[src/source/PixelPkg.sv]
////////////////////////////////////////////////////////////
// Pixel definitions
// Screen coordinates, edge function values and colors
////////////////////////////////////////////////////////////

package PixelPkg;

    // Unsigned screen coordinate, X or Y
    typedef logic [15:0] screenPosT;

    // Edge function value, inside when zero or greater
    typedef logic signed [31:0] edgeValT;

    // R in 15:11, G in 10:5, B in 4:0
    typedef logic [15:0] rgb565T;

endpackage

[src/source/CommandPkg.sv]
////////////////////////////////////////////////////////////
// Command stream definitions
// Header word layout, opcodes and the register indices of
// the config and triangle banks
////////////////////////////////////////////////////////////

package CommandPkg;

    localparam int WordBits = 32;

    typedef logic [WordBits-1:0] cmdWordT;

    // Opcode sits in the top nibble of a header
    typedef enum logic [3:0] {
        opNop         = 4'h0,
        opConfig      = 4'h1,
        opTriangle    = 4'h2,
        opFramebuffer = 4'h3
    } opcodeT;

    // opFramebuffer header flags
    localparam int CommitBit = 0;
    localparam int MemsetBit = 1;

    ////////////////////////////////////////////////////////////
    // Config bank
    ////////////////////////////////////////////////////////////
    localparam int ConfigRegCount    = 4;
    localparam int ConfClearColor    = 0;
    localparam int ConfScissorStart  = 1;
    localparam int ConfScissorEnd    = 2;
    localparam int ConfFeatureEnable = 3;

    localparam int FeatureScissorBit = 0;

    ////////////////////////////////////////////////////////////
    // Triangle bank
    ////////////////////////////////////////////////////////////
    localparam int TriangleRegCount = 12;
    localparam int TriBbStart       = 0;
    localparam int TriBbEnd         = 1;
    localparam int TriW0            = 2;
    localparam int TriW1            = 3;
    localparam int TriW2            = 4;
    localparam int TriW0IncX        = 5;
    localparam int TriW1IncX        = 6;
    localparam int TriW2IncX        = 7;
    localparam int TriW0IncY        = 8;
    localparam int TriW1IncY        = 9;
    localparam int TriW2IncY        = 10;
    localparam int TriColor         = 11;

endpackage
[src/source/RenderCore.sv]
////////////////////////////////////////////////////////////
// Render core top level
// Command parser, register banks, rasterizer and color buffer
////////////////////////////////////////////////////////////

`timescale 1ns/100ps

module RenderCore import CommandPkg::*, PixelPkg::*; #(
    parameter int XBits = 3,
    parameter int YBits = 3
) (
    input  logic    aclk,
    input  logic    rst,

    // Command stream
    input  logic    cmdValid,
    output logic    cmdReady,
    input  logic    cmdLast,
    input  cmdWordT cmdData,

    // Framebuffer stream
    output logic    fbValid,
    input  logic    fbReady,
    output logic    fbLast,
    output rgb565T  fbData
);

    cmdWordT wordData;
    logic    wordLast;
    logic    configLoad;
    logic    triangleLoad;
    logic    startRendering;
    logic    rasterizerRunning;
    logic    bufferApply;
    logic    bufferApplied;
    logic    cmdMemset;
    logic    cmdCommit;

    logic [ConfigRegCount*WordBits-1:0]   configRegs;
    logic [TriangleRegCount*WordBits-1:0] triangleRegs;

    logic      pixelValid;
    screenPosT pixelX;
    screenPosT pixelY;
    rgb565T    pixelColor;

    CommandParser commandParser (
        .aclk(aclk),
        .rst(rst),
        .cmdValid(cmdValid),
        .cmdReady(cmdReady),
        .cmdLast(cmdLast),
        .cmdData(cmdData),
        .rasterizerRunning(rasterizerRunning),
        .bufferApplied(bufferApplied),
        .wordData(wordData),
        .wordLast(wordLast),
        .configLoad(configLoad),
        .triangleLoad(triangleLoad),
        .startRendering(startRendering),
        .bufferApply(bufferApply),
        .cmdMemset(cmdMemset),
        .cmdCommit(cmdCommit)
    );

    RegisterBank #(.BankSize(ConfigRegCount)) configBank (
        .aclk(aclk),
        .rst(rst),
        .load(configLoad),
        .wordData(wordData),
        .wordLast(wordLast),
        .registers(configRegs)
    );

    RegisterBank #(.BankSize(TriangleRegCount)) triangleBank (
        .aclk(aclk),
        .rst(rst),
        .load(triangleLoad),
        .wordData(wordData),
        .wordLast(wordLast),
        .registers(triangleRegs)
    );

    Rasterizer #(.XBits(XBits), .YBits(YBits)) rasterizer (
        .aclk(aclk),
        .rst(rst),
        .startRendering(startRendering),
        .bbStart(triangleRegs[TriBbStart*WordBits +: WordBits]),
        .bbEnd(triangleRegs[TriBbEnd*WordBits +: WordBits]),
        .w0(triangleRegs[TriW0*WordBits +: WordBits]),
        .w1(triangleRegs[TriW1*WordBits +: WordBits]),
        .w2(triangleRegs[TriW2*WordBits +: WordBits]),
        .w0IncX(triangleRegs[TriW0IncX*WordBits +: WordBits]),
        .w1IncX(triangleRegs[TriW1IncX*WordBits +: WordBits]),
        .w2IncX(triangleRegs[TriW2IncX*WordBits +: WordBits]),
        .w0IncY(triangleRegs[TriW0IncY*WordBits +: WordBits]),
        .w1IncY(triangleRegs[TriW1IncY*WordBits +: WordBits]),
        .w2IncY(triangleRegs[TriW2IncY*WordBits +: WordBits]),
        .triColor(triangleRegs[TriColor*WordBits +: $bits(rgb565T)]),
        .rasterizerRunning(rasterizerRunning),
        .pixelValid(pixelValid),
        .pixelX(pixelX),
        .pixelY(pixelY),
        .pixelColor(pixelColor)
    );

    ColorBuffer #(.XBits(XBits), .YBits(YBits)) colorBuffer (
        .aclk(aclk),
        .rst(rst),
        .pixelValid(pixelValid),
        .pixelX(pixelX),
        .pixelY(pixelY),
        .pixelColor(pixelColor),
        .clearColor(configRegs[ConfClearColor*WordBits +: $bits(rgb565T)]),
        .scissorStart(configRegs[ConfScissorStart*WordBits +: WordBits]),
        .scissorEnd(configRegs[ConfScissorEnd*WordBits +: WordBits]),
        .scissorEnable(configRegs[ConfFeatureEnable*WordBits + FeatureScissorBit]),
        .bufferApply(bufferApply),
        .cmdMemset(cmdMemset),
        .cmdCommit(cmdCommit),
        .bufferApplied(bufferApplied),
        .fbValid(fbValid),
        .fbReady(fbReady),
        .fbLast(fbLast),
        .fbData(fbData)
    );

endmodule

[src/source/CommandParser.sv]
////////////////////////////////////////////////////////////
// Command parser
// Decodes headers, routes payload words to the banks and
// sequences rendering and color buffer operations
////////////////////////////////////////////////////////////

`timescale 1ns/100ps

module CommandParser import CommandPkg::*; (
    input  logic    aclk,
    input  logic    rst,

    input  logic    cmdValid,
    output logic    cmdReady,
    input  logic    cmdLast,
    input  cmdWordT cmdData,

    input  logic    rasterizerRunning,
    input  logic    bufferApplied,

    output cmdWordT wordData,
    output logic    wordLast,
    output logic    configLoad,
    output logic    triangleLoad,
    output logic    startRendering,
    output logic    bufferApply,
    output logic    cmdMemset,
    output logic    cmdCommit
);

    typedef enum logic [2:0] {
        idle,
        configPayload,
        trianglePayload,
        startRaster,
        waitRaster,
        applyBuffer,
        waitBuffer
    } stateT;

    stateT  state;
    opcodeT opcode;
    logic   headerAccepted;

    assign opcode = opcodeT'(cmdData[WordBits-1 -: 4]);
    assign headerAccepted = (state == idle) && cmdValid;

    // Stream only accepted while not busy
    assign cmdReady = (state == idle)
                   || (state == configPayload)
                   || (state == trianglePayload);

    assign wordData     = cmdData;
    assign wordLast     = cmdLast;
    assign configLoad   = (state == configPayload) && cmdValid;
    assign triangleLoad = (state == trianglePayload) && cmdValid;

    assign startRendering = (state == startRaster);
    assign bufferApply    = (state == applyBuffer);

    ////////////////////////////////////////////////////////////
    // Sequencer
    ////////////////////////////////////////////////////////////
    always_ff @(posedge aclk)
    begin
        if (rst)
        begin
            state <= idle;
        end
        else
        begin
            case (state)
                idle:
                begin
                    if (cmdValid)
                    begin
                        case (opcode)
                            opConfig:      state <= configPayload;
                            opTriangle:    state <= trianglePayload;
                            opFramebuffer: state <= applyBuffer;
                            default:       state <= idle;
                        endcase
                    end
                end
                configPayload:
                begin
                    if (cmdValid && cmdLast)
                    begin
                        state <= idle;
                    end
                end
                trianglePayload:
                begin
                    if (cmdValid && cmdLast)
                    begin
                        state <= startRaster;
                    end
                end
                startRaster:
                begin
                    state <= waitRaster;
                end
                waitRaster:
                begin
                    // Running is already high on entry
                    if (!rasterizerRunning)
                    begin
                        state <= idle;
                    end
                end
                applyBuffer:
                begin
                    state <= waitBuffer;
                end
                waitBuffer:
                begin
                    if (bufferApplied)
                    begin
                        state <= idle;
                    end
                end
                default:
                begin
                    state <= idle;
                end
            endcase
        end
    end

    // Framebuffer flags held for the whole operation
    always_ff @(posedge aclk)
    begin
        if (headerAccepted && (opcode == opFramebuffer))
        begin
            cmdMemset <= cmdData[MemsetBit];
            cmdCommit <= cmdData[CommitBit];
        end
    end

    startWhileIdle : assert property (@(posedge aclk) disable iff (rst)
        startRendering |-> !rasterizerRunning);

endmodule

[src/source/ColorBuffer.sv]
////////////////////////////////////////////////////////////
// Color buffer
// RGB565 pixel memory with scissor-tested writes, memset to
// the clear color and stream-out of the whole buffer
////////////////////////////////////////////////////////////

`timescale 1ns/100ps

module ColorBuffer import CommandPkg::*, PixelPkg::*; #(
    parameter int XBits = 3,
    parameter int YBits = 3
) (
    input  logic      aclk,
    input  logic      rst,

    input  logic      pixelValid,
    input  screenPosT pixelX,
    input  screenPosT pixelY,
    input  rgb565T    pixelColor,

    input  rgb565T    clearColor,
    input  cmdWordT   scissorStart,
    input  cmdWordT   scissorEnd,
    input  logic      scissorEnable,

    input  logic      bufferApply,
    input  logic      cmdMemset,
    input  logic      cmdCommit,
    output logic      bufferApplied,

    output logic      fbValid,
    input  logic      fbReady,
    output logic      fbLast,
    output rgb565T    fbData
);

    localparam int IndexBits  = XBits + YBits;
    localparam int PixelCount = 2 ** IndexBits;

    typedef logic [IndexBits-1:0] pixelIndexT;

    typedef enum logic [1:0] {
        idle,
        memset,
        stream,
        done
    } stateT;

    stateT      state;
    rgb565T     mem [PixelCount];
    pixelIndexT opIndex;
    pixelIndexT writeIndex;
    logic       inScissor;
    logic       pixelWrite;
    logic       lastIndex;

    // Inclusive rectangle, X low half and Y high half
    assign inScissor = (pixelX >= scissorStart[15:0]) && (pixelX <= scissorEnd[15:0])
                    && (pixelY >= scissorStart[31:16]) && (pixelY <= scissorEnd[31:16]);

    assign pixelWrite = pixelValid && (!scissorEnable || inScissor);
    assign writeIndex = {pixelY[YBits-1:0], pixelX[XBits-1:0]};
    assign lastIndex  = (opIndex == '1);

    assign fbValid       = (state == stream);
    assign fbLast        = fbValid && lastIndex;
    assign fbData        = mem[opIndex];
    assign bufferApplied = (state == done);

    always_ff @(posedge aclk)
    begin
        if (state == memset)
        begin
            mem[opIndex] <= clearColor;
        end
        else if (pixelWrite)
        begin
            mem[writeIndex] <= pixelColor;
        end
    end

    ////////////////////////////////////////////////////////////
    // Memset then commit
    ////////////////////////////////////////////////////////////
    always_ff @(posedge aclk)
    begin
        if (rst)
        begin
            state   <= idle;
            opIndex <= '0;
        end
        else
        begin
            case (state)
                idle:
                begin
                    opIndex <= '0;
                    if (bufferApply)
                    begin
                        if (cmdMemset)
                            state <= memset;
                        else if (cmdCommit)
                            state <= stream;
                        else
                            state <= done;
                    end
                end
                memset:
                begin
                    opIndex <= opIndex + 1'b1;
                    if (lastIndex)
                    begin
                        state <= cmdCommit ? stream : done;
                    end
                end
                stream:
                begin
                    if (fbReady)
                    begin
                        opIndex <= opIndex + 1'b1;
                        if (lastIndex)
                        begin
                            state <= done;
                        end
                    end
                end
                default:
                begin
                    state <= idle;
                end
            endcase
        end
    end

    stallHoldsData : assert property (@(posedge aclk) disable iff (rst)
        (fbValid && !fbReady) |=> (fbValid && $stable(fbData)));

endmodule

[src/source/Rasterizer.sv]
////////////////////////////////////////////////////////////
// Rasterizer
// Walks the clipped bounding box, steps three edge functions
// and flags the covered positions
////////////////////////////////////////////////////////////

`timescale 1ns/100ps

module Rasterizer import CommandPkg::*, PixelPkg::*; #(
    parameter int XBits = 3,
    parameter int YBits = 3
) (
    input  logic      aclk,
    input  logic      rst,
    input  logic      startRendering,

    input  cmdWordT   bbStart,
    input  cmdWordT   bbEnd,
    input  edgeValT   w0,
    input  edgeValT   w1,
    input  edgeValT   w2,
    input  edgeValT   w0IncX,
    input  edgeValT   w1IncX,
    input  edgeValT   w2IncX,
    input  edgeValT   w0IncY,
    input  edgeValT   w1IncY,
    input  edgeValT   w2IncY,
    input  rgb565T    triColor,

    output logic      rasterizerRunning,
    output logic      pixelValid,
    output screenPosT pixelX,
    output screenPosT pixelY,
    output rgb565T    pixelColor
);

    localparam screenPosT XMax = screenPosT'(2 ** XBits - 1);
    localparam screenPosT YMax = screenPosT'(2 ** YBits - 1);

    edgeValT   incX [3];
    edgeValT   incY [3];
    edgeValT   wCur [3];
    edgeValT   wRow [3];
    screenPosT startX;
    screenPosT startY;
    screenPosT clipEndX;
    screenPosT clipEndY;
    screenPosT xStart;
    screenPosT xEnd;
    screenPosT yEnd;
    logic      boxEmpty;

    assign incX = '{w0IncX, w1IncX, w2IncX};
    assign incY = '{w0IncY, w1IncY, w2IncY};

    // Clip box end to the framebuffer
    assign startX   = bbStart[15:0];
    assign startY   = bbStart[31:16];
    assign clipEndX = (bbEnd[15:0] > XMax) ? XMax : bbEnd[15:0];
    assign clipEndY = (bbEnd[31:16] > YMax) ? YMax : bbEnd[31:16];
    assign boxEmpty = (startX > clipEndX) || (startY > clipEndY);

    assign pixelValid = rasterizerRunning
                     && (wCur[0] >= 0) && (wCur[1] >= 0) && (wCur[2] >= 0);

    always_ff @(posedge aclk)
    begin
        if (rst)
        begin
            rasterizerRunning <= 1'b0;
        end
        else if (startRendering)
        begin
            rasterizerRunning <= !boxEmpty;
        end
        else if (rasterizerRunning && (pixelX == xEnd) && (pixelY == yEnd))
        begin
            rasterizerRunning <= 1'b0;
        end
    end

    ////////////////////////////////////////////////////////////
    // Box walk, X fastest
    ////////////////////////////////////////////////////////////
    always_ff @(posedge aclk)
    begin
        if (startRendering)
        begin
            pixelX     <= startX;
            pixelY     <= startY;
            xStart     <= startX;
            xEnd       <= clipEndX;
            yEnd       <= clipEndY;
            pixelColor <= triColor;
            wCur       <= '{w0, w1, w2};
            wRow       <= '{w0, w1, w2};
        end
        else if (rasterizerRunning)
        begin
            if (pixelX == xEnd)
            begin
                pixelX <= xStart;
                pixelY <= pixelY + 1'b1;
                for (int i = 0; i < 3; i++)
                begin
                    wRow[i] <= wRow[i] + incY[i];
                    wCur[i] <= wRow[i] + incY[i];
                end
            end
            else
            begin
                pixelX <= pixelX + 1'b1;
                for (int i = 0; i < 3; i++)
                begin
                    wCur[i] <= wCur[i] + incX[i];
                end
            end
        end
    end

endmodule

[src/source/RegisterBank.sv]
////////////////////////////////////////////////////////////
// Register bank
// Stores consecutive payload words into a flat register array
////////////////////////////////////////////////////////////

`timescale 1ns/100ps

module RegisterBank import CommandPkg::*; #(
    parameter int BankSize = 4
) (
    input  logic                         aclk,
    input  logic                         rst,
    input  logic                         load,
    input  cmdWordT                      wordData,
    input  logic                         wordLast,
    output logic [BankSize*WordBits-1:0] registers
);

    logic [$clog2(BankSize+1)-1:0] count;

    always_ff @(posedge aclk)
    begin
        if (rst)
        begin
            count <= '0;
        end
        else if (load)
        begin
            count <= wordLast ? '0 : count + 1'b1;
        end
    end

    always_ff @(posedge aclk)
    begin
        if (load)
        begin
            registers[count*WordBits +: WordBits] <= wordData;
        end
    end

    // Payload length must fit the bank
    loadInRange : assert property (@(posedge aclk) disable iff (rst)
        load |-> (count < BankSize));

endmodule

[config.mk]
export PLATFORM = sky130hd
export DESIGN_NAME = RenderCore
export DESIGN_NICKNAME = d
export VERILOG_FILES = /design/src/source/PixelPkg.sv /design/src/source/CommandPkg.sv /design/src/source/RenderCore.sv /design/src/source/CommandParser.sv /design/src/source/ColorBuffer.sv /design/src/source/Rasterizer.sv /design/src/source/RegisterBank.sv
export SDC_FILE = /design/constraint.sdc
export NUM_CORES = 2
export LEC_CHECK = 0
export ABC_AREA = 1
export BUFFER_PORTS_ARGS = -buffer_cell sky130_fd_sc_hd__buf_4
export CAP_MARGIN = 30
export CORE_ASPECT_RATIO = 1.25
export CORE_MARGIN = 2
export CORE_UTILIZATION = 35
export CTS_CLUSTER_SIZE = 24
export DETAILED_ROUTE_END_ITERATION = 12
export PLACE_DENSITY = 0.52
export REMOVE_ABC_BUFFERS = 1
export SLEW_MARGIN = 20
export SYNTH_ARGS = -nofsm -noshare
export SYNTH_HDL_FRONTEND = slang
export SYNTH_SLANG_ARGS = --single-unit
[constraint.sdc]
create_clock -name aclk -period 12.01 [get_ports aclk]
set_input_delay 1.8015 -clock aclk [delete_from_list [all_inputs] [get_ports aclk]]
set_output_delay 1.8015 -clock aclk [all_outputs]
set_load 0.05 [all_outputs]
==> flow_metrics.env <==
export IMPL_hold_viol=0
export IMPL_layout_commonest_cell="edfxtp_1"
export IMPL_io_pins=56
export IMPL_core_sq_um=239400
export IMPL_drt_wl_total_mm=278.7
export IMPL_numCtsBuffers=188
export IMPL_postCtsHoldBufs=0
export IMPL_hold_path_startpoint="triangleBank.registers[362]$_DFFE_PP_"
export IMPL_fill_cells=23154
export IMPL_wire_per_inst_um=24.96
export IMPL_avgSynthCellArea_sq_um=10.81
export IMPL_hold_class="reg -> reg"
export IMPL_synth_cells=7777
export IMPL_crit_path_max_fanout=109
export IMPL_max_slew_margin_rel_pct=18.77
export IMPL_tightest_slew_ps=1218
export IMPL_die_area_sq_um=244200
export IMPL_drive_above_1_share_pct=7.647
export IMPL_final_period_utilization_pct=58.63
export IMPL_placed_cells=10809
export IMPL_drv_slew=0
export IMPL_die_x_um=442.4
export IMPL_dp_hpwl_mm=183.3
export IMPL_rows=201
export IMPL_die_h_um=552.0
export IMPL_vias=60932
export IMPL_clk_path_buf_depth=3
export IMPL_cts_setup_buffers=0
export IMPL_setup_slack_ps=4969
export IMPL_clkTransAtPathRegs_ps=60
export IMPL_syn_area_sq_um=84080
export IMPL_final_cell_mix="edfxtp_1 (1,763), nor2_1 (1,317), o21ai_0 (890), nand2_1 (889), inv_1 (500)"
export IMPL_place_area_sq_um=88720
export IMPL_globalplace_congestion=0.9120
export IMPL_critPathRequiredTime_ps=10210
export IMPL_critical_path_top_delay_family="buffers and inverters"
export IMPL_layout_nets=8195
export IMPL_drc=0
export IMPL_start_util_pct=35.12
export IMPL_p_leak_nw=32.89
export IMPL_cp_slowest_stage_delay_ps=770
export IMPL_grt_start_max_net_pins=177
export IMPL_first_global_vias=60579
export IMPL_fin_area_sq_um=95160
export IMPL_yosysSeqAreaShare_pct=63.56
export IMPL_vias_per_cell=5.458
export IMPL_r2r_start="triangleBank.count[0]$_SDFFE_PP0P_"
export IMPL_worstPathCellList="inv_8 -> buf_4 -> buf_4 -> o21ai_0 -> o22ai_1 -> o21ai_0 -> o22ai_1 -> o211ai_1 -> o21ai_0 -> buf_4"
export IMPL_dr_pass1_iters=6
export IMPL_dp_slack_ps=5896
export IMPL_cap_violations=0
export IMPL_start_kind="register"
export IMPL_synth_edf_count=1763
export IMPL_clk_latency_ps=890
export IMPL_synth_yosys_warnings=0
export IMPL_cts_root_buf="clkbuf_16"
export IMPL_ir_drop_mv=0.1298
export IMPL_fin_skew_ps=65.21
export IMPL_cp_buffers_inverters=4
export IMPL_synth_main_ff_cell="edfxtp_1"
export IMPL_numPortBuffers=55
export IMPL_antenna_found_initial=5
export IMPL_grt_usage_pct=22.29
export IMPL_synthToLayoutAreaGrowth_pct=13.19
export IMPL_fmax_mhz=142.0
export IMPL_synth_cell_types=58
export IMPL_slowest_stage="buf_4"
export IMPL_criticalPathCategory="reg -> out"
export IMPL_cts_resized=0
export IMPL_grt_pass1_wl_mm=404.4
export IMPL_clock_sinks=1788
export IMPL_cp_end_kind="output pin"
export IMPL_ys_ff_latch=1788
export IMPL_rrSetupSlack_ps=6560
export IMPL_drt_iter0_drc=5030
export IMPL_pwr_density_cell_nw_per_um2=157.8
export IMPL_rsz0062_at_grt="no"
export IMPL_status="complete, no violations"
export IMPL_async_flop_share_pct=0
export IMPL_cts_tree="yes"
export IMPL_setup_viol=0
export IMPL_finalCriticalPeriod_ps=7041
export IMPL_arrival_ps=5240
export IMPL_fin_cells=11163
export IMPL_postRouteAntennaNets=0
export IMPL_htree_levels=4
export IMPL_grt_overflow_total=0
state kept, by name (all words and copies together), names as in the netlist, named ones only:
name	flops
rasterizer.xEnd	16
rasterizer.wRow	96
triangleBank.registers	368
colorBuffer.state	2
configBank.count	3
rasterizer.pixelColor	16
rasterizer.wCur	96
triangleBank.count	4
commandParser.cmdCommit	1
commandParser.cmdMemset	1
rasterizer.yEnd	16
rasterizer.pixelX	16
rasterizer.pixelY	16
colorBuffer.opIndex	6
commandParser.state	3
configBank.registers	81
colorBuffer.mem	1024
rasterizer.xStart	16
rasterizer.rasterizerRunning	1
metrics by stage:
step                      total power [W]  hold WS (ps)  setup TNS (ps)  utilization, %
after detailed placement         0.009112         404.5               0           37.06
after CTS                         0.01512         418.4               0           39.72
final                             0.01502         412.7               0           39.75
after floorplan                  0.008400         400.3        -1604130               -
after global placement           0.009083         402.8               0           37.00
after global routing              0.01554         419.4               0           39.75
where the power goes:
part | internal [W] | switching [W] | total, W
Sequential | 0.00687 | 0.0000446 | 0.00692
Combinational | 0.000539 | 0.00153 | 0.00207
Clock | 0.00341 | 0.00262 | 0.00603
final timing paths:
| kind | end | cells past startpoint |
|---|---|---|
| worst max-delay path | fbData[14] | 10 |
| worst min register to register | rasterizer.pixelColor[10]$_DFFE_PP_ | 0 |
| worst max register to register | triangleBank.registers[216]$_DFFE_PP_ | 13 |
| worst min-delay path | rasterizer.pixelColor[10]$_DFFE_PP_ | 0 |
synthesized netlist by cell type (all sizes together), types with 3 or more instances:
master	n	area, sq um
a211oi	16	120.1
a21boi	13	97.59
a21o	37	277.8
a21oi	246	1231
a221oi	18	157.7
a31oi	34	212.7
a32o	5	50.05
buf	77	355.3
clkbuf	304	1141
clkinv	3	11.26
dfxtp	25	500.5
edfxtp	1763	52940
fa	6	120.1
ha	296	3704
inv	509	1911
nand2	915	3445
nand3	251	1279
nand3b	12	90.09
nand4	116	725.7
nor2	1331	5006
nor3	148	767.0
nor4	75	475.5
o211ai	29	217.7
o21a	12	90.09
o21ai	914	4589
o21bai	41	307.8
o221ai	60	525.5
o22ai	290	1814
o311ai	7	61.31
o31ai	9	67.56
o32ai	9	78.83
or2	33	206.5
xnor2	89	779.5
xor2	67	586.8
logic make-up after synthesis:
kind of cell	synth area share, %
AO/OA/AOI/OAI	11.87
adder cells (fa/ha/maj)	4.548
buffers and inverters	4.066
multiplexers	0.02381
flip-flops	63.56
AND/OR/NAND/NOR	14.30
other	0.008932
XOR/XNOR	1.625
cell type report:
type,instances,area [sq um],share of cell area (%)
flip-flops and latches,1788,53460,56.17
multi-input cells,5146,27630,29.04
clock buffers,222,4873,5.121
well taps,3146,3936,4.136
inverters,512,1942,2.041
repair buffers,220,1827,1.920
clock inverters,128,1495,1.571
diodes,1,2.502,0.002630
routing by layer:
metal,GRT usage (%),part of all wire [%],vias to the layer above
li1,-,-,28118
met1,26.23,39,30403
met2,40.42,51,1865
met3,2.633,4.8,546
met4,10.60,5.0,0
met5,0,0,-
Power figures use the tool's default switching activity.
